`src/common/sync_pkg.sv`:
```
// Barrier scope and barrier group state types
`default_nettype none

package sync_pkg;

  // Scope requested by a tile together with sync
  typedef enum logic {
    LVL_PAIR,  // Tiles 2k and 2k+1
    LVL_ALL    // Every tile
  } sync_lvl_e;

  // Per-group state inside the barrier
  typedef enum logic {
    S_IDLE,  // Waiting for arrivals
    S_WAKE   // Wake pulse to members
  } sync_state_e;

endpackage

`default_nettype wire

```
`src/sync/sync_barrier.sv`:
```
// Pair and global barrier groups producing wake pulses to their members
`timescale 1ns/10ps
`default_nettype none

module sync_barrier #(
  parameter int unsigned N_TILES = 4
) (
  input  wire                                   clk,
  input  wire                                   rst_n_i,
  input  wire  [N_TILES-1:0]                    sync_i,      // Held until wake
  input  sync_pkg::sync_lvl_e [N_TILES-1:0]     sync_lvl_i,  // Scope per tile
  output logic [N_TILES-1:0]                    wake_o
);

  localparam int unsigned N_PAIRS = N_TILES / 2;

  sync_pkg::sync_state_e [N_PAIRS-1:0] pair_state_q;
  sync_pkg::sync_state_e               glob_state_q;
  logic [N_PAIRS-1:0]                  pair_arr;   // Both pair members waiting
  logic                                glob_arr;   // Every tile waiting at LVL_ALL

  // Arrival only counts in S_IDLE, sync is still high during the wake cycle
  always_comb begin
    for (int k = 0; k < int'(N_PAIRS); k++) begin
      pair_arr[k] = (pair_state_q[k] == sync_pkg::S_IDLE) &&
                    sync_i[2*k] && sync_i[2*k+1] &&
                    (sync_lvl_i[2*k]   == sync_pkg::LVL_PAIR) &&
                    (sync_lvl_i[2*k+1] == sync_pkg::LVL_PAIR);
    end
    glob_arr = (glob_state_q == sync_pkg::S_IDLE);
    for (int i = 0; i < int'(N_TILES); i++) begin
      if (!sync_i[i] || sync_lvl_i[i] != sync_pkg::LVL_ALL) glob_arr = 1'b0;  // Mixed never completes
    end
  end

  // Group FSMs, S_WAKE lasts one cycle
  always_ff @(posedge clk or negedge rst_n_i) begin
    if (!rst_n_i) begin
      pair_state_q <= {N_PAIRS{sync_pkg::S_IDLE}};
      glob_state_q <= sync_pkg::S_IDLE;
    end else begin
      for (int k = 0; k < int'(N_PAIRS); k++) begin
        if (pair_state_q[k] == sync_pkg::S_WAKE) pair_state_q[k] <= sync_pkg::S_IDLE;
        else if (pair_arr[k])                    pair_state_q[k] <= sync_pkg::S_WAKE;
      end
      if (glob_state_q == sync_pkg::S_WAKE) glob_state_q <= sync_pkg::S_IDLE;
      else if (glob_arr)                    glob_state_q <= sync_pkg::S_WAKE;
    end
  end

  // Wake straight from the state flops
  always_comb begin
    for (int i = 0; i < int'(N_TILES); i++) begin
      wake_o[i] = (pair_state_q[i/2] == sync_pkg::S_WAKE) ||
                  (glob_state_q == sync_pkg::S_WAKE);
    end
  end

endmodule

`default_nettype wire

```
`config.mk`:
```
export PLATFORM = sky130hd
export DESIGN_NAME = sync_barrier
export DESIGN_NICKNAME = d
export VERILOG_FILES = /design/src/common/sync_pkg.sv /design/src/sync/sync_barrier.sv
export SDC_FILE = /design/constraint.sdc
export NUM_CORES = 1
export LEC_CHECK = 0
export BUFFER_PORTS_ARGS = -buffer_cell sky130_fd_sc_hd__buf_2
export CORE_AREA = 2 2 39 41
export CTS_BUF_LIST = sky130_fd_sc_hd__clkbuf_4
export CTS_CLUSTER_DIAMETER = 80
export DETAILED_ROUTE_END_ITERATION = 7
export DIE_AREA = 0 0 41 43
export GPL_ROUTABILITY_DRIVEN = 1
export HOLD_SLACK_MARGIN = 0.02
export MAX_ROUTING_LAYER = met4
export PLACE_DENSITY_LB_ADDON = 0.3
export SLEW_MARGIN = 20
export SYNTH_ARGS = -nofsm -noshare
export SYNTH_HDL_FRONTEND = slang
export SYNTH_SLANG_ARGS = --single-unit
export TNS_END_PERCENT = 1
```
`constraint.sdc`:
```
create_clock -name clk -period 2.4 [get_ports clk]
set_input_delay 0.48 -clock clk [delete_from_list [all_inputs] [get_ports clk]]
set_output_delay 0.48 -clock clk [all_outputs]
set_load 0.1 [all_outputs]
```
==> results of run 1 <==
what timing repair did:
item,4_1_cts,5_1_grt
endpoints found under the hold margin,2,0
hold buffers,1,0
endpoints found under the setup margin,0,0
buffers inserted,0,0
synth_stat cells:
library cell / n
nor4_2: 1
buf_4: 2
nor4_1: 2
nand2b_4: 1
nand3_1: 1
nand2_1: 2
or2_1: 2
dfrtp_1: 3
worst paths after layout:
kind	start	endpoint	slack, ps	cells after the start
min	sync_lvl_i[3]	pair_state_q[1]$_DFF_PN0_	420	2
min reg2reg	pair_state_q[0]$_DFF_PN0_	pair_state_q[0]$_DFF_PN0_	430	1
max reg2reg	glob_state_q$_DFF_PN0_	glob_state_q$_DFF_PN0_	1560	2
max in group asynchronous	rst_n_i	pair_state_q[0]$_DFF_PN0_	1720	2
min in group asynchronous	rst_n_i	pair_state_q[1]$_DFF_PN0_	570	2
max	glob_state_q$_DFF_PN0_	wake_o[0]	780	2
power by group through the flow:
stage	clock, W	combinational [W]	sequential, W
global route	0.000112	0.0000337	0.0000523
finish	0.000101	0.0000316	0.0000523
CTS	0.000108	0.0000319	0.0000522
detailed placement	0	0.0000306	0.0000529
global placement	0	0.0000310	0.0000529
floorplan	0	0.0000205	0.0000527
critical path: stages, from the launching register on:
cell and delay, ps:
dfrtp_1 370, or2_1 230, buf_2 290
state kept, by name (all words and copies together), names as in the netlist:
register	flops
glob_state_q	1
pair_state_q	2
stage by stage:
stage,total power (W),instance area [µm²],util
2_1_floorplan,0.0000733,154,-
3_3_place_gp,0.0000839,224,0.162
3_5_place_dp,0.0000835,224,0.162
4_1_cts,0.000192,264,0.191
5_1_grt,0.000198,264,0.191
6_report,0.000185,264,0.191
layout make-up:
| type | instances | share of cell area |
|---|---|---|
| flip-flops and latches | 3 | 0.284 |
| well taps | 16 | 0.0758 |
| multi-input cells | 9 | 0.242 |
| repair buffers | 14 | 0.284 |
| clock buffers | 4 | 0.114 |
metal layers:
metal / vias to the layer above / part of all wire
li1: 78 / -
met1: 50 / 0.49
met2: 16 / 0.25
met3: 0 / 0.26
met4: 0 / 0
met5: - / 0
kinds of logic (layout without fill, tap and decap cells):
family / after synthesis / after routing / synth area share
buf+inv: 2 / 18 / 0.0975
simple gates: 9 / 9 / 0.415
flops: 3 / 3 / 0.488
==> flow_summary.json, run 1 <==
{
  "outcome": "finished, final reports clean",
  "drive_above_1_share": 0.633,
  "slew_violations": 0,
  "clk_pin_slew_ps": 40,
  "tightest_slew_ps": 484,
  "synth_top_cell_by_area": "dfrtp_1",
  "period_needed_ps": 1620,
  "max_cap_violations": 0,
  "critPathLaunchType": "flop",
  "die_y_um": 43,
  "crit_arrival_ps": 1140,
  "grt_pass1_vias": 124,
  "cts_max_level": 1,
  "antenna_found_initial": 0,
  "power.share.combinational": 0.171,
  "required_ps": 1920,
  "p_switching_w": 0.0000498,
  "clkLatencyLatePin_ps": 230,
  "drcViolationCount": 0,
  "viasPerCell": 3.13,
  "synth.distinct_cells": 8,
  "end_kind": "primary output",
  "die_area_um2": 1760,
  "avgRoutedWirePerCell_um": 8.22,
  "dp.cells": 41,
  "grtUsageMet2": 0.0344,
  "layoutNonFillerInstCount": 46,
  "grt_max_degree": 4,
  "switching_share": 0.269,
  "hold_class": "primary input to flop",
  "track_usage": 0.0587,
  "hold_viol_final": 0,
  "gr-usage-met1": 0.0645,
  "area_growth_pct": 71.5,
  "die_x_um": 41,
  "cts_tree": "done",
  "io_pins": 14,
  "num_antenna_cells": 0,
  "synth-seq-cells": 3,
  "place_congestion": 0.664,
  "timing.final.crit_share": 0.673,
  "ant_nets": 0,
  "ys_seq_area_frac": 0.488,
  "cts_max_path_buffers": 2,
  "synth_largest_type_area_fraction": 0.488,
  "synthCells": 14,
  "power.internal_w": 0.000135,
  "cts_buffers": 3,
  "via_count": 144,
  "dr.pass1.iters": 2,
  "layout_common_cells": "buf_2 (13), clkbuf_4 (4), dfrtp_1 (3)",
  "grt_setup_unrepaired": "false",
  "cts_resized": 0,
  "initial_core_util": 0.111,
  "critical_path_peak_fanout": 3,
  "setup_ws_ps": 785,
  "syn-num-nets": 24,
  "ys_top_cells_by_area": "dfrtp_1 (49%), buf_4 (9.8%), nand2b_4 (8.9%)",
  "grt_pass1_wl_um": 538,
  "drt-total-wl_um": 378,
  "avgSynthCellArea_um2": 11.0,
  "busiest_layer": "met3",
  "fin_worst_skew_ps": 0,
  "fill_cells": 153,
  "clock_power_share": 0.546,
  "irDropWorstVdd_mv": 0.217,
  "syn-cell-area_um2": 154,
  "portBuffers": 13,
  "layout.nets": 41,
  "regArea_um2": 75.1,
  "p_seq_frac": 0.283,
  "setup_viol": 0,
  "critPathKind": "flop to primary output",
  "max_freq_mhz": 619,
  "coreArea_um2": 1380,
  "pre_cts_ws_ps": 1030,
  "grt_util_met3": 0.0890,
  "max-slew-margin-rel": 0.680,
  "synth_warnings": 0,
  "overflow": 0,
  "power.leakage_nw": 0.143,
  "multi_input_area_um2": 63.8,
  "clockRootBuffer": "clkbuf_4",
  "clock-sinks": 3,
  "first_iter_violations": 3,
  "fin_setup_tns_ps": 0,
  "rows": 14,
  "cellPowerDensity_nw_per_um2": 701,
  "layout_commonest_cell": "buf_2",
  "holdWs_ps": 422
}
(Power assumes the default switching activity.)
==> run 2: changes to the inputs <==
==> constraint.sdc (replaced) <==
create_clock -name clk -period 1.5 [get_ports clk]
set_input_delay 0.3 -clock clk [delete_from_list [all_inputs] [get_ports clk]]
set_output_delay 0.3 -clock clk [all_outputs]
set_load 0.1 [all_outputs]
==> flow_summary.json, run 2 (synthesis results as in run 1) <==
{
  "grt_pass1_vias": 121,
  "startpoint": "glob_state_q$_DFF_PN0_",
  "coreArea_um2": 1380,
  "hold_viol_final": 0,
  "tightest_slew_ps": 303,
  "max_freq_mhz": 666,
  "dp.cells": 41,
  "p_switching_w": 0.0000804,
  "violations": "negative setup slack",
  "track_usage": 0.0567,
  "antenna_found_initial": 0,
  "cts_tree": "done",
  "die_y_um": 43,
  "drt-total-wl_um": 404,
  "reg.largest.list": "pair_state_q: 2 flops, glob_state_q: 1 flops",
  "io_pins": 14,
  "fill_cells": 153,
  "num_antenna_cells": 0,
  "portBuffers": 13,
  "layoutNonFillerInstCount": 46,
  "reg2reg_from": "glob_state_q$_DFF_PN0_",
  "crit_buf_inv": 1,
  "outcome": "finished with violations",
  "max-slew-margin-rel": 0.799,
  "required_ps": 1200,
  "power.internal_w": 0.000218,
  "clockRootBuffer": "clkbuf_4",
  "irDropWorstVdd_mv": 0.205,
  "period_needed_ps": 1500,
  "drcViolationCount": 0,
  "crit_family": "flip-flops",
  "layout_common_cells": "buf_2 (9), clkbuf_4 (8), dfrtp_1 (3)",
  "hp-start": "sync_lvl_i[3]",
  "clock_power_share": 0.541,
  "cts_max_path_buffers": 2,
  "slew_violations": 0,
  "largest_reg_flops": 2,
  "initial_core_util": 0.111,
  "pre_cts_ws_ps": 247,
  "setup_viol": 2,
  "grt_pass1_wl_um": 524,
  "fin_worst_skew_ps": 0,
  "cts_max_level": 1,
  "p_seq_frac": 0.280,
  "first_iter_violations": 2,
  "clkLatencyLatePin_ps": 230,
  "place_congestion": 0.651,
  "clock-sinks": 3,
  "via_count": 160,
  "cts_setup_buffers": 0,
  "avgRoutedWirePerCell_um": 8.78,
  "hold_class": "primary input to flop",
  "critical_path_peak_fanout": 3,
  "critPathKind": "flop to primary output",
  "cts_buffers": 3,
  "power.share.combinational": 0.179,
  "end_kind": "primary output",
  "fin_setup_tns_ps": -3.00,
  "multi_input_area_um2": 63.8,
  "dr.pass1.iters": 2,
  "regMostFlops": "pair_state_q",
  "drive_above_1_share": 0.700,
  "critPathSlowestCell": "dfrtp_1",
  "cellPowerDensity_nw_per_um2": 1090,
  "crit_arrival_ps": 1200,
  "area_growth_pct": 78.0,
  "timing.final.crit_share": 1.00,
  "power.leakage_nw": 0.143,
  "grt_setup_unrepaired": "true",
  "max_cap_violations": 0,
  "path_cells": "or2_2, clkbuf_4",
  "grt_max_degree": 4,
  "ant_nets": 0,
  "layout_commonest_cell": "buf_2",
  "viasPerCell": 3.48,
  "regArea_um2": 75.1,
  "total_power_w": 0.000299,
  "overflow": 0,
  "setup_ws_ps": -2.07,
  "die_area_um2": 1760,
  "slowest_delay_ps": 380,
  "final_util": 0.198,
  "rows": 14,
  "critPathLaunchType": "flop",
  "clk_pin_slew_ps": 40,
  "layout.nets": 41,
  "die_x_um": 41,
  "switching_share": 0.269
}
==> run 2: changes by cell type in the layout (fill, tap and decap cells not counted) <==
cell	change
buf_2	-4
clkbuf_4	+4
or2_1	-2
or2_2	+2
==> run 2: layout make-up <==
class | instances | area share
clock buffer | 4 | 0.110
sequential | 3 | 0.274
timing repair buffer | 14 | 0.311
multi-input combinational | 9 | 0.233
tap | 16 | 0.0731
==> run 2: per-layer routing <==
metal | GRT usage | wire [µm] | up-vias | part of all wire
met4 | 0.0600 | 0 | 0 | 0
li1 | - | - | 79 | -
met3 | 0.0628 | 61 | 0 | 0.15
met5 | - | 0 | - | 0
met2 | 0.0344 | 122 | 14 | 0.30
met1 | 0.0744 | 219 | 67 | 0.54
==> run 2: power groups by stage <==
stage          Clock (W)  Sequential, W  Combinational [W]
2_1_floorplan          0      0.0000844          0.0000333
3_3_place_gp           0      0.0000846          0.0000499
3_5_place_dp           0      0.0000846          0.0000497
4_1_cts         0.000169      0.0000836          0.0000518
5_1_grt         0.000177      0.0000837          0.0000566
6_report        0.000162      0.0000836          0.0000534
==> run 2: path summary, 6_finish.rpt <==
kind	cells after the start	endpoint	slack, ps
max in group asynchronous	2	pair_state_q[0]$_DFF_PN0_	990
min in group asynchronous	2	pair_state_q[1]$_DFF_PN0_	400
setup / recovery	2	wake_o[0]	-2
hold reg to reg	1	pair_state_q[0]$_DFF_PN0_	420
setup reg to reg	2	glob_state_q$_DFF_PN0_	630
hold / removal	2	pair_state_q[1]$_DFF_PN0_	240
==> run 2: what timing repair did <==
action	CTS	global route
hold endpoints to repair	3	0
hold buffers	1	0
setup endpoints to repair	4	4
gates resized for setup	0	4
==> run 2: per-stage QoR <==
stage               hold slack [ps]  area [µm²]
global route                    249         274
CTS                             226         264
floorplan                      4.41         154
detailed placement             97.9         224
global placement                100         224
finish                          238         274
==> run 2: worst reg2reg max path: cells and delay by family, from the launching register on <==
family           cells  cell delay [ps]
DFF                  1              380
and+or+nand+nor      2              400
