[src/common/mesh_pkg.sv]
// Address map, bus widths and target region decode type for the uncore
`default_nettype none

package mesh_pkg;

  // Bus widths
  localparam int unsigned ADDR_W = 32;
  localparam int unsigned DATA_W = 32;

  // L2 window, size set by the L2_WORDS module parameter
  localparam logic [ADDR_W-1:0] L2_BASE = 32'h1c00_0000;

  // Mailbox window
  localparam logic [ADDR_W-1:0] MBOX_BASE  = 32'h1fff_0000;
  localparam int unsigned       MBOX_WORDS = 32;
  localparam int unsigned       MBOX_IDX_W = $clog2(MBOX_WORDS);  // Word index width

  // Word index of the character port, exit codes sit at words 0..N_TILES-1
  localparam int unsigned CHAR_IDX = 16;

  // Returned for reads that hit no target
  localparam logic [DATA_W-1:0] BAD_RDATA = 32'hbadc_ab1e;

  // Target selected by the address decoder
  typedef enum logic [1:0] {
    REGION_L2,
    REGION_MBOX,
    REGION_NONE  // Unmapped, access flagged with err
  } mesh_region_e;

endpackage

`default_nettype wire

[src/xbar/mesh_xbar.sv]
// Round-robin tile request crossbar with address decode and read return steering
`timescale 1ns/10ps
`default_nettype none

module mesh_xbar #(
  parameter int unsigned N_TILES  = 4,
  parameter int unsigned L2_WORDS = 256
) (
  input  wire                                            clk,
  input  wire                                            rst_n_i,
  // Tile side
  input  wire  [N_TILES-1:0]                             tile_req_i,
  input  wire  [N_TILES-1:0]                             tile_we_i,
  input  wire  [N_TILES-1:0][mesh_pkg::ADDR_W-1:0]       tile_addr_i,
  input  wire  [N_TILES-1:0][mesh_pkg::DATA_W-1:0]       tile_wdata_i,
  output logic [N_TILES-1:0]                             tile_gnt_o,
  output logic [N_TILES-1:0]                             tile_rvalid_o,
  output logic [N_TILES-1:0][mesh_pkg::DATA_W-1:0]       tile_rdata_o,
  output logic [N_TILES-1:0]                             tile_err_o,
  // L2 target
  output logic                                           mem_en_o,
  output logic                                           mem_we_o,
  output logic [$clog2(L2_WORDS)-1:0]                    mem_addr_o,
  output logic [mesh_pkg::DATA_W-1:0]                    mem_wdata_o,
  input  wire  [mesh_pkg::DATA_W-1:0]                    mem_rdata_i,
  // Mailbox target
  output logic                                           mbox_en_o,
  output logic                                           mbox_we_o,
  output logic [mesh_pkg::MBOX_IDX_W-1:0]                mbox_idx_o,
  output logic [mesh_pkg::DATA_W-1:0]                    mbox_wdata_o,
  output logic [$clog2(N_TILES)-1:0]                     mbox_tile_o,
  input  wire  [mesh_pkg::DATA_W-1:0]                    mbox_rdata_i
);

  localparam int unsigned AW    = mesh_pkg::ADDR_W;
  localparam int unsigned TW    = $clog2(N_TILES);
  localparam int unsigned MEM_W = $clog2(L2_WORDS);
  localparam int unsigned IDX_W = mesh_pkg::MBOX_IDX_W;

  // Window ends, exclusive
  localparam logic [AW-1:0] L2_END   = mesh_pkg::L2_BASE + AW'(L2_WORDS * 4);
  localparam logic [AW-1:0] MBOX_END = mesh_pkg::MBOX_BASE + AW'(mesh_pkg::MBOX_WORDS * 4);

  logic [TW-1:0]              rr_ptr_q;    // Last tile granted
  logic [TW-1:0]              cand;
  logic [TW-1:0]              gnt_idx;
  logic                       gnt_any;
  logic [AW-1:0]              sel_addr;
  logic [AW-1:0]              l2_off;
  logic [AW-1:0]              mbox_off;
  mesh_pkg::mesh_region_e     sel_region;

  // Return path state, one cycle behind the grant
  logic                       acc_q;       // Any access granted last cycle
  logic                       rd_q;        // That access was a read
  logic [TW-1:0]              ret_tile_q;
  mesh_pkg::mesh_region_e     ret_region_q;
  logic [mesh_pkg::DATA_W-1:0] ret_data;

  // Search starts one past the last winner, ends on the last winner itself
  always_comb begin
    gnt_any = 1'b0;
    gnt_idx = '0;
    cand    = '0;
    for (int k = 1; k <= int'(N_TILES); k++) begin
      cand = rr_ptr_q + TW'(k);  // Wraps since N_TILES is a power of two
      if (!gnt_any && tile_req_i[cand]) begin
        gnt_any = 1'b1;
        gnt_idx = cand;
      end
    end
  end

  assign tile_gnt_o = N_TILES'(gnt_any) << gnt_idx;  // One-hot pulse

  // Address decode of the winner
  assign sel_addr = tile_addr_i[gnt_idx];
  assign l2_off   = sel_addr - mesh_pkg::L2_BASE;
  assign mbox_off = sel_addr - mesh_pkg::MBOX_BASE;

  always_comb begin
    sel_region = mesh_pkg::REGION_NONE;
    if (sel_addr >= mesh_pkg::L2_BASE && sel_addr < L2_END)
      sel_region = mesh_pkg::REGION_L2;
    else if (sel_addr >= mesh_pkg::MBOX_BASE && sel_addr < MBOX_END)
      sel_region = mesh_pkg::REGION_MBOX;
  end

  // Target strobes, unmapped accesses reach neither side
  assign mem_en_o     = gnt_any && (sel_region == mesh_pkg::REGION_L2);
  assign mem_we_o     = tile_we_i[gnt_idx];
  assign mem_addr_o   = l2_off[MEM_W+1:2];  // Byte to word
  assign mem_wdata_o  = tile_wdata_i[gnt_idx];

  assign mbox_en_o    = gnt_any && (sel_region == mesh_pkg::REGION_MBOX);
  assign mbox_we_o    = tile_we_i[gnt_idx];
  assign mbox_idx_o   = mbox_off[IDX_W+1:2];
  assign mbox_wdata_o = tile_wdata_i[gnt_idx];
  assign mbox_tile_o  = gnt_idx;             // Tags character output

  always_ff @(posedge clk or negedge rst_n_i) begin
    if (!rst_n_i) begin
      rr_ptr_q     <= '1;  // Tile 0 wins first
      acc_q        <= 1'b0;
      rd_q         <= 1'b0;
      ret_tile_q   <= '0;
      ret_region_q <= mesh_pkg::REGION_NONE;
    end else begin
      acc_q <= gnt_any;
      if (gnt_any) begin
        rr_ptr_q     <= gnt_idx;
        rd_q         <= !tile_we_i[gnt_idx];
        ret_tile_q   <= gnt_idx;
        ret_region_q <= sel_region;
      end
    end
  end

  // Pick the responding target
  always_comb begin
    case (ret_region_q)
      mesh_pkg::REGION_L2:   ret_data = mem_rdata_i;
      mesh_pkg::REGION_MBOX: ret_data = mbox_rdata_i;
      default:               ret_data = mesh_pkg::BAD_RDATA;
    endcase
  end

  // Steer back to the tile granted last cycle, err also flags dropped writes
  always_comb begin
    for (int i = 0; i < int'(N_TILES); i++) begin
      tile_rvalid_o[i] = acc_q && rd_q && (ret_tile_q == TW'(i));
      tile_err_o[i]    = acc_q && (ret_region_q == mesh_pkg::REGION_NONE) &&
                         (ret_tile_q == TW'(i));
      tile_rdata_o[i]  = ret_data;  // Qualified by rvalid
    end
  end

endmodule

`default_nettype wire
[config.mk]
export PLATFORM = sky130hd
export DESIGN_NAME = mesh_xbar
export DESIGN_NICKNAME = d
export VERILOG_FILES = /design/src/common/mesh_pkg.sv /design/src/xbar/mesh_xbar.sv
export SDC_FILE = /design/constraint.sdc
export NUM_CORES = 1
export LEC_CHECK = 0
export ABC_AREA = 1
export BUFFER_PORTS_ARGS = -buffer_cell sky130_fd_sc_hd__buf_2
export CAP_MARGIN = 10
export CORE_AREA = 4 4 212 214
export CTS_CLUSTER_SIZE = 16
export DETAILED_ROUTE_END_ITERATION = 10
export DIE_AREA = 0 0 216 218
export GPL_TIMING_DRIVEN = 0
export SYNTH_ARGS = -nofsm -noshare
export SYNTH_HDL_FRONTEND = slang
export SYNTH_SLANG_ARGS = --single-unit
[constraint.sdc]
create_clock -name clk -period 2.2 [get_ports clk]
set_clock_uncertainty 0.05 [all_clocks]
set_input_delay 0.11 -clock clk [delete_from_list [all_inputs] [get_ports clk]]
set_output_delay 0.11 -clock clk [all_outputs]
set_load 0.02 [all_outputs]
==> metrics.txt <==
initial core utilization 0.09698; commonest cells after routing, fill and taps aside sky130_fd_sc_hd__buf_2, sky130_fd_sc_hd__buf_6, sky130_fd_sc_hd__buf_4, sky130_fd_sc_hd__nand2_1, sky130_fd_sc_hd__nand3_1; final wirelength ~38000 um; failing checks negative setup slack; required arrival time at the worst endpoint between 2 and 2.5 ns; count of fill cells added during filler insertion about 4600; max-cap violation count 0; vias in the first global route between 7000 and 8000; element type at the critical path start flop; clock net sink count 8; global-route total usage across every layer 0.1336; area of combinational cells with multiple inputs 4081 um^2; DIE AREA between 40000 and 50000 um^2; setup repair after global routing missed its margin true; Reg clk slew, reported paths 0.04 ns; fmax between 0.3 and 0.4 GHz; antenna violations before repair 2; capture point of the critical path mbox_en_o; Clock H-tree levels 1; Cell Area, Synth a little over 4000 um^2; total of flip-flops plus latches after synthesis 8; reg2reg path depth 24; Reg-to-Reg End ret_region_q[0]; share of the yosys chip area belonging to registers 0.04904; Final min period between 3 and 4 ns; Root Buffer sky130_fd_sc_hd__clkbuf_16; vias after detailed routing ~7600; I/O pin cnt around 550; clock tree from TritonCTS yes; post-layout net count 1678; final worst slack -0.9541 ns; slew at the pin closest to its max-slew limit between 0.4 and 0.5 ns; Vias/cell slightly below 4; area delta synth->final 175.7%; Sequential cell area 203.9 um^2; leading cell type in the layout, fill and taps excluded sky130_fd_sc_hd__buf_2; Mapped Avg Cell Area between 5 and 6 um^2; global-route wire length before repair approximately 47000 um; start point of the critical path rr_ptr_q[0]; critical path class flop to primary output; worst r2r src rr_ptr_q[0]; number of instances in the synthesized netlist about 700; count of port buffers added during placement between 500 and 600; post-synth cell types 34; final max-slew violation count 0; share of post-route cells with drive strength above 1 0.7958; Max transition margin 0.7125; iteration-0 DRC count of the detailed router between 200 and 300; clock latency reported for the late side of the worst-skew pair roughly 0.23 ns; drt first pass iters 4; critical path fanouts, max 8; status finished with violations; number of placement rows 76; overall overflow remaining after global route 0; final-report setup violation count 93; Syn Nets about 1100; crit end category primary output; worst setup slack after placement -1.076 ns; final worst path period share 1.434; worst hold slack across all endpoints 0.2533 ns; Synth Warn # 0; antenna violation net count after detailed routing 0; largest net degree at the start of global routing 11; Critical Path AT approximately 3 ns; count of unresolved DRC violations after routing 0; average wire per cell in the routed design between 15 and 20 um; utilization after layout 0.2674; Vert. Die Dim roughly 220 um; final estimated routing congestion in global placement around 0.94; class of the tightest hold or removal check input port to asynchronous set/reset pin; count of final hold-check violations 0; die width around 220 um; cts bufs inserted 3; buffer depth of the longest clock path 2; Final HPWL DP between 30000 and 40000 um; minimum setup slack among reg-to-reg paths -0.77 ns; floorplan core area 42890 um^2
==> metrics by stage <==
step                      TNS (ns)  cell area, um^2  instances
after floorplan             -8.824             5017        721
after global placement      -74.44             8472       1850
after detailed placement    -74.07             8472       1850
after CTS                   -88.95             9235       1865
after global routing        -80.68            11470       1934
final                       -71.07            11470       1934
==> cells in the mapped netlist <==
cell                       instances  area, um^2
sky130_fd_sc_hd__nand3_1          70       350.3
sky130_fd_sc_hd__nand3_4           2       35.03
sky130_fd_sc_hd__nor2_4            1       11.26
sky130_fd_sc_hd__a22o_1           13       113.9
sky130_fd_sc_hd__buf_6             5       56.30
sky130_fd_sc_hd__nand3_2           6       60.06
sky130_fd_sc_hd__nand2_4           8       90.09
sky130_fd_sc_hd__nand4_4           1       21.27
sky130_fd_sc_hd__o21ai_0          80       400.4
sky130_fd_sc_hd__dfstp_2           3       78.83
sky130_fd_sc_hd__buf_12            1       20.02
sky130_fd_sc_hd__or3_1             2       12.51
sky130_fd_sc_hd__dfrtp_1           5       125.1
sky130_fd_sc_hd__nor3_1           11       55.05
sky130_fd_sc_hd__o22a_1           19       166.4
sky130_fd_sc_hd__inv_6             1       8.760
sky130_fd_sc_hd__nand2_1         123       461.7
sky130_fd_sc_hd__buf_2            15       75.07
sky130_fd_sc_hd__buf_4           137        1028
sky130_fd_sc_hd__nand3b_1          1       7.510
sky130_fd_sc_hd__nand4_2           1       12.51
sky130_fd_sc_hd__inv_1            31       116.4
sky130_fd_sc_hd__inv_2             4       15.01
sky130_fd_sc_hd__nor2_1          100       375.4
sky130_fd_sc_hd__nor2_2            2       12.51
sky130_fd_sc_hd__nand2_2           5       31.28
sky130_fd_sc_hd__nand4_1           7       43.79
sky130_fd_sc_hd__clkinv_1          2       7.510
sky130_fd_sc_hd__or2_2             2       12.51
sky130_fd_sc_hd__clkbuf_1         19       71.32
sky130_fd_sc_hd__o21ai_2           1       8.760
sky130_fd_sc_hd__inv_4             1       6.260
sky130_fd_sc_hd__o22ai_1          38       237.7
sky130_fd_sc_hd__or4_1             4       30.03
==> how the worst min path moves through the flow <==
stage,from,to,slack [ns],depth (start not counted)
2_1_floorplan,rst_n_i,acc_q,-0.24,0
3_3_place_gp,rst_n_i,ret_region_q[0],-0.08,1
3_5_place_dp,rst_n_i,ret_region_q[0],-0.08,1
4_1_cts,rst_n_i,rd_q,0.28,2
5_1_grt,rst_n_i,acc_q,0.31,2
6_report,rst_n_i,rd_q,0.25,2
==> metal layers <==
layer,vias to the layer above,share of wire,global-route usage
met1,3618,0.39,0.1512
met4,0,0.025,0.03264
met2,371,0.52,0.2563
met5,-,0,0
li1,3583,-,-
met3,43,0.060,0.02592
==> state kept, by name (all words and copies together) (netlist names) <==
signal,count
ret_region_q,2
ret_tile_q,2
rr_ptr_q,2
acc_q,1
rd_q,1
==> area by class of cell <==
cell class | instances | share of cell area
multi-input combinational | 497 | 0.3560
clock buffer | 4 | 0.006875
inverter | 39 | 0.01637
tap | 585 | 0.06384
timing repair buffer | 622 | 0.3797
antenna | 2 | 0.0004365
buffer | 177 | 0.1590
sequential | 8 | 0.01779
==> worst max-delay path, cell delays in order, from the launching register on <==
cell                      delay, ns
sky130_fd_sc_hd__dfstp_2       0.56
sky130_fd_sc_hd__buf_8         0.13
sky130_fd_sc_hd__inv_8         0.06
sky130_fd_sc_hd__nand2_2       0.07
sky130_fd_sc_hd__nand2_4       0.06
sky130_fd_sc_hd__nand2_2       0.09
sky130_fd_sc_hd__nand2_4       0.06
sky130_fd_sc_hd__nand2_4       0.09
sky130_fd_sc_hd__nand2_4       0.05
sky130_fd_sc_hd__nand2_4       0.09
sky130_fd_sc_hd__nand3_4       0.12
sky130_fd_sc_hd__buf_12        0.18
sky130_fd_sc_hd__buf_8         0.13
sky130_fd_sc_hd__nand2_1       0.07
sky130_fd_sc_hd__nand3_2       0.10
sky130_fd_sc_hd__nand2_4       0.10
sky130_fd_sc_hd__buf_4         0.11
sky130_fd_sc_hd__nand2_1       0.05
sky130_fd_sc_hd__nor2_2        0.12
sky130_fd_sc_hd__nand3_1       0.08
sky130_fd_sc_hd__nor2_1        0.13
sky130_fd_sc_hd__nand2_2       0.08
sky130_fd_sc_hd__inv_2         0.07
sky130_fd_sc_hd__buf_6         0.11
==> cell families (layout without fill, tap and decap cells) <==
group	after synthesis	after routing	share of synthesized area
other	0	2	0
flip-flops	8	8	0.04904
AO/OA/AOI/OAI	151	151	0.2229
AND/OR/NAND/NOR	346	346	0.3902
buffers and inverters	216	842	0.3378
==> repair_timing <==
item | CTS | global route
gates cloned | 2 | 21
hold buffers | 1 | 0
setup endpoints to repair | 204 | 210
buffers inserted | 8 | 46
resized for setup | 159 | 372
hold endpoints to repair | 8 | 0
pin swaps | 23 | 75
Power is left out: the tool's default activity adds up to more than one toggle a clock period on the data nets, which glitch-free logic cannot reach.
