File: src/common/mesh_pkg.sv
// Address map, bus widths and target region decode type for the uncore
`default_nettype none

package mesh_pkg;

  // Bus widths
  localparam int unsigned ADDR_W = 32;
  localparam int unsigned DATA_W = 32;

  // L2 window, size set by the L2_WORDS module parameter
  localparam logic [ADDR_W-1:0] L2_BASE = 32'h1c00_0000;

  // Mailbox window
  localparam logic [ADDR_W-1:0] MBOX_BASE  = 32'h1fff_0000;
  localparam int unsigned       MBOX_WORDS = 32;
  localparam int unsigned       MBOX_IDX_W = $clog2(MBOX_WORDS);  // Word index width

  // Word index of the character port, exit codes sit at words 0..N_TILES-1
  localparam int unsigned CHAR_IDX = 16;

  // Returned for reads that hit no target
  localparam logic [DATA_W-1:0] BAD_RDATA = 32'hbadc_ab1e;

  // Target selected by the address decoder
  typedef enum logic [1:0] {
    REGION_L2,
    REGION_MBOX,
    REGION_NONE  // Unmapped, access flagged with err
  } mesh_region_e;

endpackage

`default_nettype wire

File: src/eoc_mailbox.sv
// Exit-code mailbox with all-done flag and tagged character output
`timescale 1ns/10ps
`default_nettype none

module eoc_mailbox #(
  parameter int unsigned N_TILES = 4
) (
  input  wire                                clk,
  input  wire                                rst_n_i,
  input  wire                                en_i,
  input  wire                                we_i,
  input  wire  [mesh_pkg::MBOX_IDX_W-1:0]    idx_i,         // Mailbox word
  input  wire  [mesh_pkg::DATA_W-1:0]        wdata_i,
  input  wire  [$clog2(N_TILES)-1:0]         tile_i,        // Granted tile
  output logic [mesh_pkg::DATA_W-1:0]        rdata_o,
  output logic [N_TILES*8-1:0]               exit_codes_o,  // Tile 0 in low byte
  output logic                               eoc_o,
  output logic                               char_valid_o,
  output logic [7:0]                         char_o,
  output logic [$clog2(N_TILES)-1:0]         char_tile_o
);

  localparam int unsigned TW    = $clog2(N_TILES);
  localparam int unsigned IDX_W = mesh_pkg::MBOX_IDX_W;

  logic [N_TILES-1:0][7:0] codes_q;  // One exit code per tile
  logic                    code_hit;  // Index is an exit code word
  logic                    char_hit;
  logic                    all_nz;

  assign code_hit = idx_i < IDX_W'(N_TILES);
  assign char_hit = idx_i == IDX_W'(mesh_pkg::CHAR_IDX);

  // Done when every tile has posted a nonzero code
  always_comb begin
    all_nz = 1'b1;
    for (int i = 0; i < int'(N_TILES); i++) begin
      if (codes_q[i] == 8'h00) all_nz = 1'b0;
    end
  end

  always_ff @(posedge clk or negedge rst_n_i) begin
    if (!rst_n_i) begin
      codes_q      <= '0;
      eoc_o        <= 1'b0;
      char_valid_o <= 1'b0;
    end else begin
      if (en_i && we_i && code_hit) codes_q[idx_i[TW-1:0]] <= wdata_i[7:0];
      eoc_o        <= all_nz;                  // One cycle behind the last code
      char_valid_o <= en_i && we_i && char_hit;  // Single-cycle strobe
    end
  end

  // Character payload and readback data
  always_ff @(posedge clk) begin
    if (en_i && we_i && char_hit) begin
      char_o      <= wdata_i[7:0];
      char_tile_o <= tile_i;
    end
    if (en_i && !we_i) begin
      rdata_o <= code_hit ? {24'h0, codes_q[idx_i[TW-1:0]]} : '0;  // Others read zero
    end
  end

  assign exit_codes_o = codes_q;

endmodule

`default_nettype wire

File: config.mk
export PLATFORM = sky130hd
export DESIGN_NAME = eoc_mailbox
export DESIGN_NICKNAME = d
export VERILOG_FILES = /design/src/common/mesh_pkg.sv /design/src/eoc_mailbox.sv
export SDC_FILE = /design/constraint.sdc
export NUM_CORES = 1
export LEC_CHECK = 0
export ABC_AREA = 0
export BUFFER_PORTS_ARGS = -buffer_cell sky130_fd_sc_hd__buf_2
export CAP_MARGIN = 20
export CORE_UTILIZATION = 49
export CTS_CLUSTER_DIAMETER = 100
export DETAILED_ROUTE_END_ITERATION = 10
export PLACE_DENSITY = 0.85
export SYNTH_ARGS = -nofsm -noshare
export SYNTH_HDL_FRONTEND = slang
export SYNTH_SLANG_ARGS = --single-unit
File: constraint.sdc
create_clock -name clk -period 3.7 [get_ports clk]
set_input_delay 0 -clock clk [delete_from_list [all_inputs] [get_ports clk]]
set_output_delay 0 -clock clk [all_outputs]
set_load 0.005 [all_outputs]
==> results of run 1 <==
[where the power goes]
group	internal, W	switching (W)	total [W]
sequential	0.000651	0.0000573	0.000709
clock	0.000171	0.000176	0.000347
combinational	0.000133	0.0000965	0.000230
total	0.000955	0.000330	0.00129
[sequential cells by signal, summed over array words and instances, names as in the netlist]
signal        cells
char_tile_o       2
exit_codes_o     32
rdata_o           8
char_o            8
eoc_o             1
char_valid_o      1
[kinds of logic (layout without fill, tap and decap cells)]
logic type	after synthesis	count (layout)	synth area share
flip-flops	52	52	0.577
AND/OR/NAND/NOR	32	32	0.0960
buffers and inverters	29	91	0.0892
other	1	24	0.00155
multiplexers	40	40	0.237
[worst paths after layout]
path	start	to	slack [ns]	depth (start not counted)
worst max-delay path	idx_i[3]	exit_codes_o[6]	2.22	4
worst min-delay path	we_i	rdata_o[3]	0.12	2
worst max register to register	exit_codes_o[25]	rdata_o[1]	2.38	2
worst min register to register	exit_codes_o[5]	exit_codes_o[5]	0.57	1
max in group asynchronous	rst_n_i	exit_codes_o[1]	2.91	2
min in group asynchronous	rst_n_i	exit_codes_o[26]	0.31	2
[layout by cell type, fill, tap and decap left out, drive strengths merged]
master       instances
buf                 71
dfrtp               34
mux2                32
conb                24
edfxtp              18
dlygate4sd3         11
nor4                10
nor2b                9
mux4                 8
clkbuf               8
nand2                7
nor2                 1
and4                 1
or3                  1
nor3                 1
or4                  1
nor4b                1
inv                  1
[area by class of cell]
type,count,area (um2),area share
repair buffers,82,468,0.159
inverters,1,3.75,0.00127
multi-input cells,96,898,0.305
well taps,67,83.8,0.0285
clock buffers,8,100,0.0340
flip-flops and latches,52,1390,0.472
[critical path: cells and delay by family]
family	cells	cell delay (ns)
and+or+nand+nor	2	1.17
buffers and inverters	1	0.10
muxes	1	0.39
[routing by layer]
metal / routed length [um] / vias up
li1: - / 687
met1: 2160 / 787
met2: 2370 / 74
met3: 299 / 6
met4: 90 / 0
met5: 0 / -
[stage by stage]
stage	power [W]	util	cell area (um2)
floorplan	0.000845	-	2500
global route	0.00134	0.624	2950
detailed placement	0.000938	0.579	2740
global placement	0.000929	0.579	2740
CTS	0.00129	0.624	2950
finish	0.00129	0.624	2950
[timing repair]
item,CTS,global route
endpoints found under the hold margin,62,0
endpoints found under the setup margin,0,0
hold buffers,11,0
==> flow_metrics.py, run 1 <==
metrics = {
    "setup_path": {
        "timing.critical_path.arrival_ns": 1.67,
        "cp-start-kind": "input port",
        "crit_chain": "buf_2, or3_4, or4_1, mux2_4",
        "critPathSlowestCell": "or4_1",
        "cp-end-kind": "register",
        "required_ns": 3.89,
        "critical_path_class": "input port to register",
        "slowest_delay_ns": 0.69,
        "cp_max_fo": 12,
    },
    "finish": {
        "area_growth_pct": 22.1,
        "drive_gt1_frac": 0.515,
        "fillers": 363,
        "nNetsFinal": 281,
        "insertedDiodeCount": 0,
        "stdcell_count": 306,
    },
    "timing": {
        "hold_violations": 0,
        "finalCritPeriodShare": 0.400,
        "min_period_ns": 1.48,
        "rsz0062_at_grt": "false",
        "finalSetupTns_ns": 0,
        "whs_ns": 0.122,
        "layout_setup_ws_ns": 2.22,
        "fin_worst_skew_ns": 0.00562,
        "slew_headroom": 0.489,
        "setup_viol_count_final": 0,
        "worstMarginPinSlew_ns": 0.766,
        "maxSlewViolCount": 0,
        "fmax_ghz": 0.676,
    },
    "synth": {
        "synth_top_area_share": 0.353,
        "ys_warn_count": 0,
        "synth-main-ff-cell": "dfrtp_1",
        "syn_area_um2": 2410,
        "synth_most_common_cell": "dfrtp_1",
        "synth_edf_count": 18,
        "netlist-cell-type-count": 21,
        "synth_top_area_cell": "dfrtp_1",
        "synth_area_leaders": "dfrtp_1 35%, edfxtp_1 22%, mux2_2 11%",
        "synthArstFlopShare": 0.654,
        "synth_common_cells": "34 x dfrtp_1, 24 x buf_4, 24 x mux2_2, 18 x edfxtp_1",
        "synth_area_per_cell_um2": 15.7,
        "synth-seq-cells": 52,
        "seq_area_frac_synth": 0.577,
        "syn_inst": 154,
    },
    "flow_run": {
        "cap_violations": 0,
    },
    "global_route": {
        "gr-usage-all-layers": 0.206,
        "met3_usage": 0.0444,
        "antenna_found_initial": 0,
        "grt.overflow.total": 0,
        "top_usage_layer": "met2",
        "grtUsageMet2": 0.321,
        "grt_pass1_wl_um": 7980,
        "gr-usage-met1": 0.279,
        "grt_max_degree": 35,
        "grt_pass1_vias": 1525,
    },
    "clocking": {
        "clk_latency_ns": 0.30,
        "clockRootBuffer": "clkbuf_8",
        "cts.clk_slew.worst_paths_ns": 0.08,
        "cts.sinks": 52,
        "numCtsBuffers": 5,
        "htree_num_levels": 2,
        "tritoncts": "yes",
        "cts-resized-gates": 0,
        "cts_setup_buffers": 0,
        "cts.path.max_buffers": 2,
    },
    "routing": {
        "dr.first_iter.drc_count": 68,
        "wire_per_inst_um": 16.1,
        "detail-route-antenna-nets": 0,
        "drc": 0,
        "first_pass_iters": 4,
        "via_per_inst": 5.08,
        "wl_um": 4920,
        "vias": 1554,
    },
    "pwr": {
        "peakVddDrop_uv": 211,
        "cellPowerDensity_nw_per_um2": 436,
        "leakage_nw": 1.43,
    },
    "floorplanning": {
        "dieHeight_um": 72.2,
        "start_util": 0.511,
        "dieArea_um2": 5210,
        "rows": 25,
        "core_area_um2": 4720,
        "ios": 119,
        "die_w_um": 72.2,
    },
    "place": {
        "post-place-ws_ns": 1.90,
        "io_buffers": 70,
        "dp_cells": 287,
        "dp_hpwl_um": 3500,
        "place.gp.congestion": 0.772,
    },
    "outcome": {
        "outcome": "complete, no violations",
    },
    "hold_path": {
        "min_path_type": "input port to register",
    },
}
Power figures use the tool's default switching activity.
==> run 2: changes to the inputs <==
--- a/config.mk
+++ b/config.mk
@@ -8,10 +8,10 @@
 export ABC_AREA = 0
 export BUFFER_PORTS_ARGS = -buffer_cell sky130_fd_sc_hd__buf_2
 export CAP_MARGIN = 20
-export CORE_UTILIZATION = 49
+export CORE_UTILIZATION = 41
 export CTS_CLUSTER_DIAMETER = 100
 export DETAILED_ROUTE_END_ITERATION = 10
-export PLACE_DENSITY = 0.85
+export PLACE_DENSITY = 0.76
 export SYNTH_ARGS = -nofsm -noshare
 export SYNTH_HDL_FRONTEND = slang
 export SYNTH_SLANG_ARGS = --single-unit
==> constraint.sdc (replaced) <==
create_clock -name clk -period 1.3 [get_ports clk]
set_input_delay 0 -clock clk [delete_from_list [all_inputs] [get_ports clk]]
set_output_delay 0 -clock clk [all_outputs]
set_load 0.005 [all_outputs]
==> run 2 against run 1 <==
Net effect:
- via count rose by 9.6%
- worst hold slack improved by 0.026 ns
- non-clock buffer count rose by 41
- critical path type is now register to register
- highest routed layer unchanged
- global-route usage fell by 1.9 points
- combinational power rose to 4.1 times the previous value
- largest cell class unchanged
- clock-buffer cell count fell by 1
- final area rose by 13%
- critical path depth fell by 2
==> flow_metrics.py, run 2 (synthesized netlist as in run 1, its figures left out) <==
metrics = {
    "outcome": {
        "outcome": "complete, no violations",
    },
    "routing": {
        "via_per_inst": 4.84,
        "first_pass_iters": 4,
        "wl_um": 5530,
        "vias": 1703,
        "drc": 0,
        "dr.first_iter.drc_count": 42,
        "wire_per_inst_um": 15.7,
        "detail-route-antenna-nets": 0,
    },
    "floorplanning": {
        "dieHeight_um": 78.7,
        "start_util": 0.433,
        "dieArea_um2": 6190,
        "core_area_um2": 5570,
        "die_w_um": 78.7,
        "rows": 27,
        "ios": 119,
    },
    "timing": {
        "maxSlewViolCount": 0,
        "hold_violations": 0,
        "min_period_ns": 1.30,
        "whs_ns": 0.149,
        "setup_viol_count_final": 0,
        "fin_worst_skew_ns": 0.0113,
        "finalCritPeriodShare": 1.00,
        "fmax_ghz": 0.769,
        "rsz0062_at_grt": "true",
        "layout_setup_ws_ns": 0.000159,
    },
    "setup_path": {
        "cp_max_fo": 4,
        "cp-start-kind": "register",
        "cp-end-kind": "register",
        "timing.critical_path.arrival_ns": 1.37,
        "critical_path_class": "register to register",
        "required_ns": 1.37,
    },
    "finish": {
        "nNetsFinal": 322,
        "fin_util": 0.599,
        "final_common_cell": "buf_2",
        "fin_area_um2": 3340,
        "largest_reg_flops": 32,
        "stdcell_count": 352,
        "area_growth_pct": 38.3,
        "drive_gt1_frac": 0.607,
        "insertedDiodeCount": 0,
        "mostFrequentLayoutCells": "70 x buf_2, 40 x buf_4, 33 x dfrtp_1",
    },
    "clocking": {
        "clockRootBuffer": "clkbuf_8",
        "cts.path.max_buffers": 2,
        "tritoncts": "yes",
        "numCtsBuffers": 5,
        "htree_num_levels": 2,
        "clk_latency_ns": 0.31,
        "cts.sinks": 52,
        "cts.clk_slew.worst_paths_ns": 0.09,
    },
    "pwr": {
        "peakVddDrop_uv": 758,
        "cellPowerDensity_nw_per_um2": 1180,
        "leakage_nw": 1.66,
    },
    "global_route": {
        "antenna_found_initial": 0,
        "grt_max_degree": 35,
        "met3_usage": 0.0425,
        "grt.overflow.total": 0,
        "grt_pass1_vias": 1657,
        "grt_pass1_wl_um": 8460,
        "gr-usage-met1": 0.252,
        "gr-usage-all-layers": 0.187,
        "grtUsageMet2": 0.290,
        "top_usage_layer": "met2",
    },
    "flow_run": {
        "cap_violations": 0,
    },
    "place": {
        "dp_hpwl_um": 3960,
        "place.gp.congestion": 0.797,
        "io_buffers": 70,
        "dpl_cell_area_um2": 3050,
        "dp_cells": 328,
        "post-place-ws_ns": -0.235,
    },
    "hold_path": {
        "min_path_type": "input port to register",
    },
}
==> run 2: final timing paths <==
kind                                        from                to  slack, ns  cells past startpoint
worst max register to register  exit_codes_o[28]        rdata_o[4]     0.0002                      2
max in group asynchronous                rst_n_i  exit_codes_o[21]       0.70                      3
worst min register to register  exit_codes_o[12]  exit_codes_o[12]       0.58                      1
worst max-delay path            exit_codes_o[28]        rdata_o[4]     0.0002                      2
min in group asynchronous                rst_n_i  exit_codes_o[26]       0.25                      3
worst min-delay path                        we_i        rdata_o[3]       0.15                      3
==> run 2: final cells by class <==
class	instances	area, um2
clock buffer	7	97.6
clock inverter	1	5.00
fill	458	2240
inverter	1	3.75
multi-input combinational	96	947
sequential	52	1390
tap	72	90.1
timing repair buffer	123	801
==> run 2: what timing repair did <==
action	4_1_cts	5_1_grt
resized for setup	0	6
endpoints found under the setup margin	2	6
endpoints found under the hold margin	70	0
hold buffers	11	0
buffers inserted	3	2
==> run 2: where the power goes <==
group,internal [W],switching [W],leakage (nW),total (W)
Combinational,0.000564,0.000378,0.990,0.000942
Sequential,0.00185,0.000117,0.618,0.00197
Clock,0.000494,0.000515,0.0534,0.00101
==> run 2: layer usage <==
layer  up-vias  part of all wire
met1       849              0.42
met2        79              0.50
met5         -                 0
met3         9             0.069
li1        766                 -
met4         0             0.017
==> run 2: critical path: stages (launching register included) <==
cell and delay, ns:
dfrtp_1 0.44, mux4_2 0.48, nor2b_1 0.14
==> run 2: through the flow <==
stage	TNS [ns]	total power [W]
CTS	-0.000297	0.00389
global route	-0.126	0.00411
floorplan	-2.51	0.00241
global placement	-5.17	0.00283
finish	0	0.00392
detailed placement	-5.76	0.00285
==> run 3: changes to the inputs <==
--- a/config.mk
+++ b/config.mk
@@ -11,7 +11,7 @@
 export CORE_UTILIZATION = 41
 export CTS_CLUSTER_DIAMETER = 100
 export DETAILED_ROUTE_END_ITERATION = 10
-export PLACE_DENSITY = 0.76
+export PLACE_DENSITY = 0.78
 export SYNTH_ARGS = -nofsm -noshare
 export SYNTH_HDL_FRONTEND = slang
 export SYNTH_SLANG_ARGS = --single-unit
==> run 3 against run 2 <==
Net effect:
- die area stayed put
- final area is 0.15% lower
- flip-flop and latch count stayed put
- non-clock buffer count is 3 higher
- critical path depth stayed put
- sequential share of layout area is 0.063 points higher
- critical path type unchanged
- highest routed layer unchanged
==> flow_metrics.py, run 3 (synthesized netlist as in run 1, its figures left out) <==
metrics = {
    "global_route": {
        "grt_max_degree": 35,
        "grt_pass1_wl_um": 8360,
        "grt.overflow.total": 0,
        "grt_pass1_vias": 1552,
        "gr-usage-all-layers": 0.182,
        "antenna_found_initial": 0,
    },
    "setup_path": {
        "critPathSlowestCell": "mux4_2",
        "cp-end-kind": "register",
        "cp_top_family": "multiplexers",
        "crit_chain": "mux4_2, nor2b_1",
        "ff2ff_setup_slack_ns": 0.003,
        "timing.critical_path.arrival_ns": 1.36,
        "r2r_end": "rdata_o[5]",
        "r2r_start": "exit_codes_o[29]",
        "cp_num_buf_inv": 0,
        "critical_path_class": "register to register",
        "cp_max_fo": 4,
        "reg2regPathDepth": 2,
        "required_ns": 1.36,
        "slowest_delay_ns": 0.46,
        "cp-start-kind": "register",
    },
    "hold_path": {
        "hold_depth": 3,
        "min_path_type": "input port to register",
        "hold_path_startpoint": "we_i",
        "hold_path_end": "rdata_o[2]",
    },
    "outcome": {
        "outcome": "complete, no violations",
    },
    "finish": {
        "mostFrequentLayoutCells": "70 x buf_2, 44 x buf_4, 33 x dfrtp_1",
        "stdcell_count": 355,
        "fin_util": 0.598,
        "largest_reg_flops": 32,
        "fillers": 477,
        "nNetsFinal": 325,
        "area_growth_pct": 38.1,
        "insertedDiodeCount": 0,
        "final_common_cell": "buf_2",
        "drive_gt1_frac": 0.608,
    },
    "timing": {
        "maxSlewViolCount": 0,
        "rsz0062_at_grt": "true",
        "finalCritPeriodShare": 0.998,
        "setup_viol_count_final": 0,
        "fmax_ghz": 0.771,
        "fin_worst_skew_ns": 0.00759,
        "hold_violations": 0,
        "min_period_ns": 1.30,
    },
    "clocking": {
        "clk_latency_ns": 0.31,
        "tritoncts": "yes",
        "cts.path.max_buffers": 2,
        "cts.sinks": 52,
        "htree_num_levels": 2,
        "cts.clk_slew.worst_paths_ns": 0.09,
        "clockRootBuffer": "clkbuf_8",
        "numCtsBuffers": 5,
    },
    "pwr": {
        "peakVddDrop_uv": 518,
        "leakage_nw": 1.67,
        "cellPowerDensity_nw_per_um2": 1170,
    },
    "place": {
        "io_buffers": 70,
        "dp_hpwl_um": 4070,
        "dp_cells": 331,
        "place.gp.congestion": 0.817,
    },
    "floorplanning": {
        "die_w_um": 78.7,
        "core_area_um2": 5570,
        "start_util": 0.433,
        "dieArea_um2": 6190,
        "rows": 27,
        "dieHeight_um": 78.7,
        "ios": 119,
    },
    "routing": {
        "wire_per_inst_um": 15.4,
        "detail-route-antenna-nets": 0,
        "vias": 1667,
        "wl_um": 5460,
        "via_per_inst": 4.70,
        "first_pass_iters": 4,
        "dr.first_iter.drc_count": 75,
        "drc": 0,
    },
    "flow_run": {
        "cap_violations": 0,
    },
}
-- run 3: cell types whose count changed in the layout (fill, tap and decap cells not counted), sizes merged --
cell / change
buf: +3
-- run 3: area by class of cell --
type                       count  area (um2)  area share
sequential                    52        1390       0.418
multi-input combinational     96         932       0.280
timing repair buffer         126         811       0.243
clock buffer                   7        97.6      0.0293
tap                           72        90.1      0.0270
clock inverter                 1        5.00     0.00150
inverter                       1        3.75     0.00113
-- run 3: per-layer routing --
layer	global-route usage	wire length [um]	vias up	share of wire
met2	0.272	2590	66	0.47
li1	-	-	772	-
met3	0.0414	298	6	0.055
met4	0.0500	46	0	0.0084
met5	0	0	-	0
met1	0.265	2530	823	0.46
-- run 3: worst max path at each step --
stage,startpoint,cells after the start,to,slack [ns]
floorplan,idx_i[3],4,exit_codes_o[16],-0.08
global placement,idx_i[3],6,exit_codes_o[20],-0.22
detailed placement,idx_i[3],6,exit_codes_o[23],-0.26
CTS,exit_codes_o[29],2,rdata_o[5],0.003
global route,exit_codes_o[22],4,eoc_o,-0.03
finish,exit_codes_o[29],2,rdata_o[5],0.003
-- run 3: per-stage QoR --
| stage | area [um2] | setup TNS (ns) | hold slack [ns] | worst slack [ns] | total power (W) |
|---|---|---|---|---|---|
| floorplan | 2520 | -2.51 | -0.296 | -0.0821 | 0.00241 |
| global placement | 3060 | -5.63 | 0.0519 | -0.219 | 0.00283 |
| detailed placement | 3060 | -6.33 | 0.0549 | -0.256 | 0.00286 |
| CTS | 3290 | 0 | 0.136 | 0.00292 | 0.00389 |
| global route | 3330 | -0.0932 | 0.147 | -0.0296 | 0.00409 |
| finish | 3330 | 0 | 0.143 | 0.00256 | 0.00391 |
-- run 3: repair_timing --
item / 4_1_cts / 5_1_grt
hold buffers: 11 / 0
buffers inserted: 2 / 3
resized for setup: 0 / 4
pin swaps: 0 / 0
endpoints found under the hold margin: 75 / 0
endpoints found under the setup margin: 1 / 5
-- run 3: worst reg2reg max path, stage by stage, from the launching register on --
cell	delay, ns
dfrtp_2	0.45
mux4_2	0.46
nor2b_1	0.14
-- run 3: power breakdown --
part,switching [W],internal (W)
sequential,0.000110,0.00185
clock,0.000516,0.000494
combinational,0.000381,0.000559
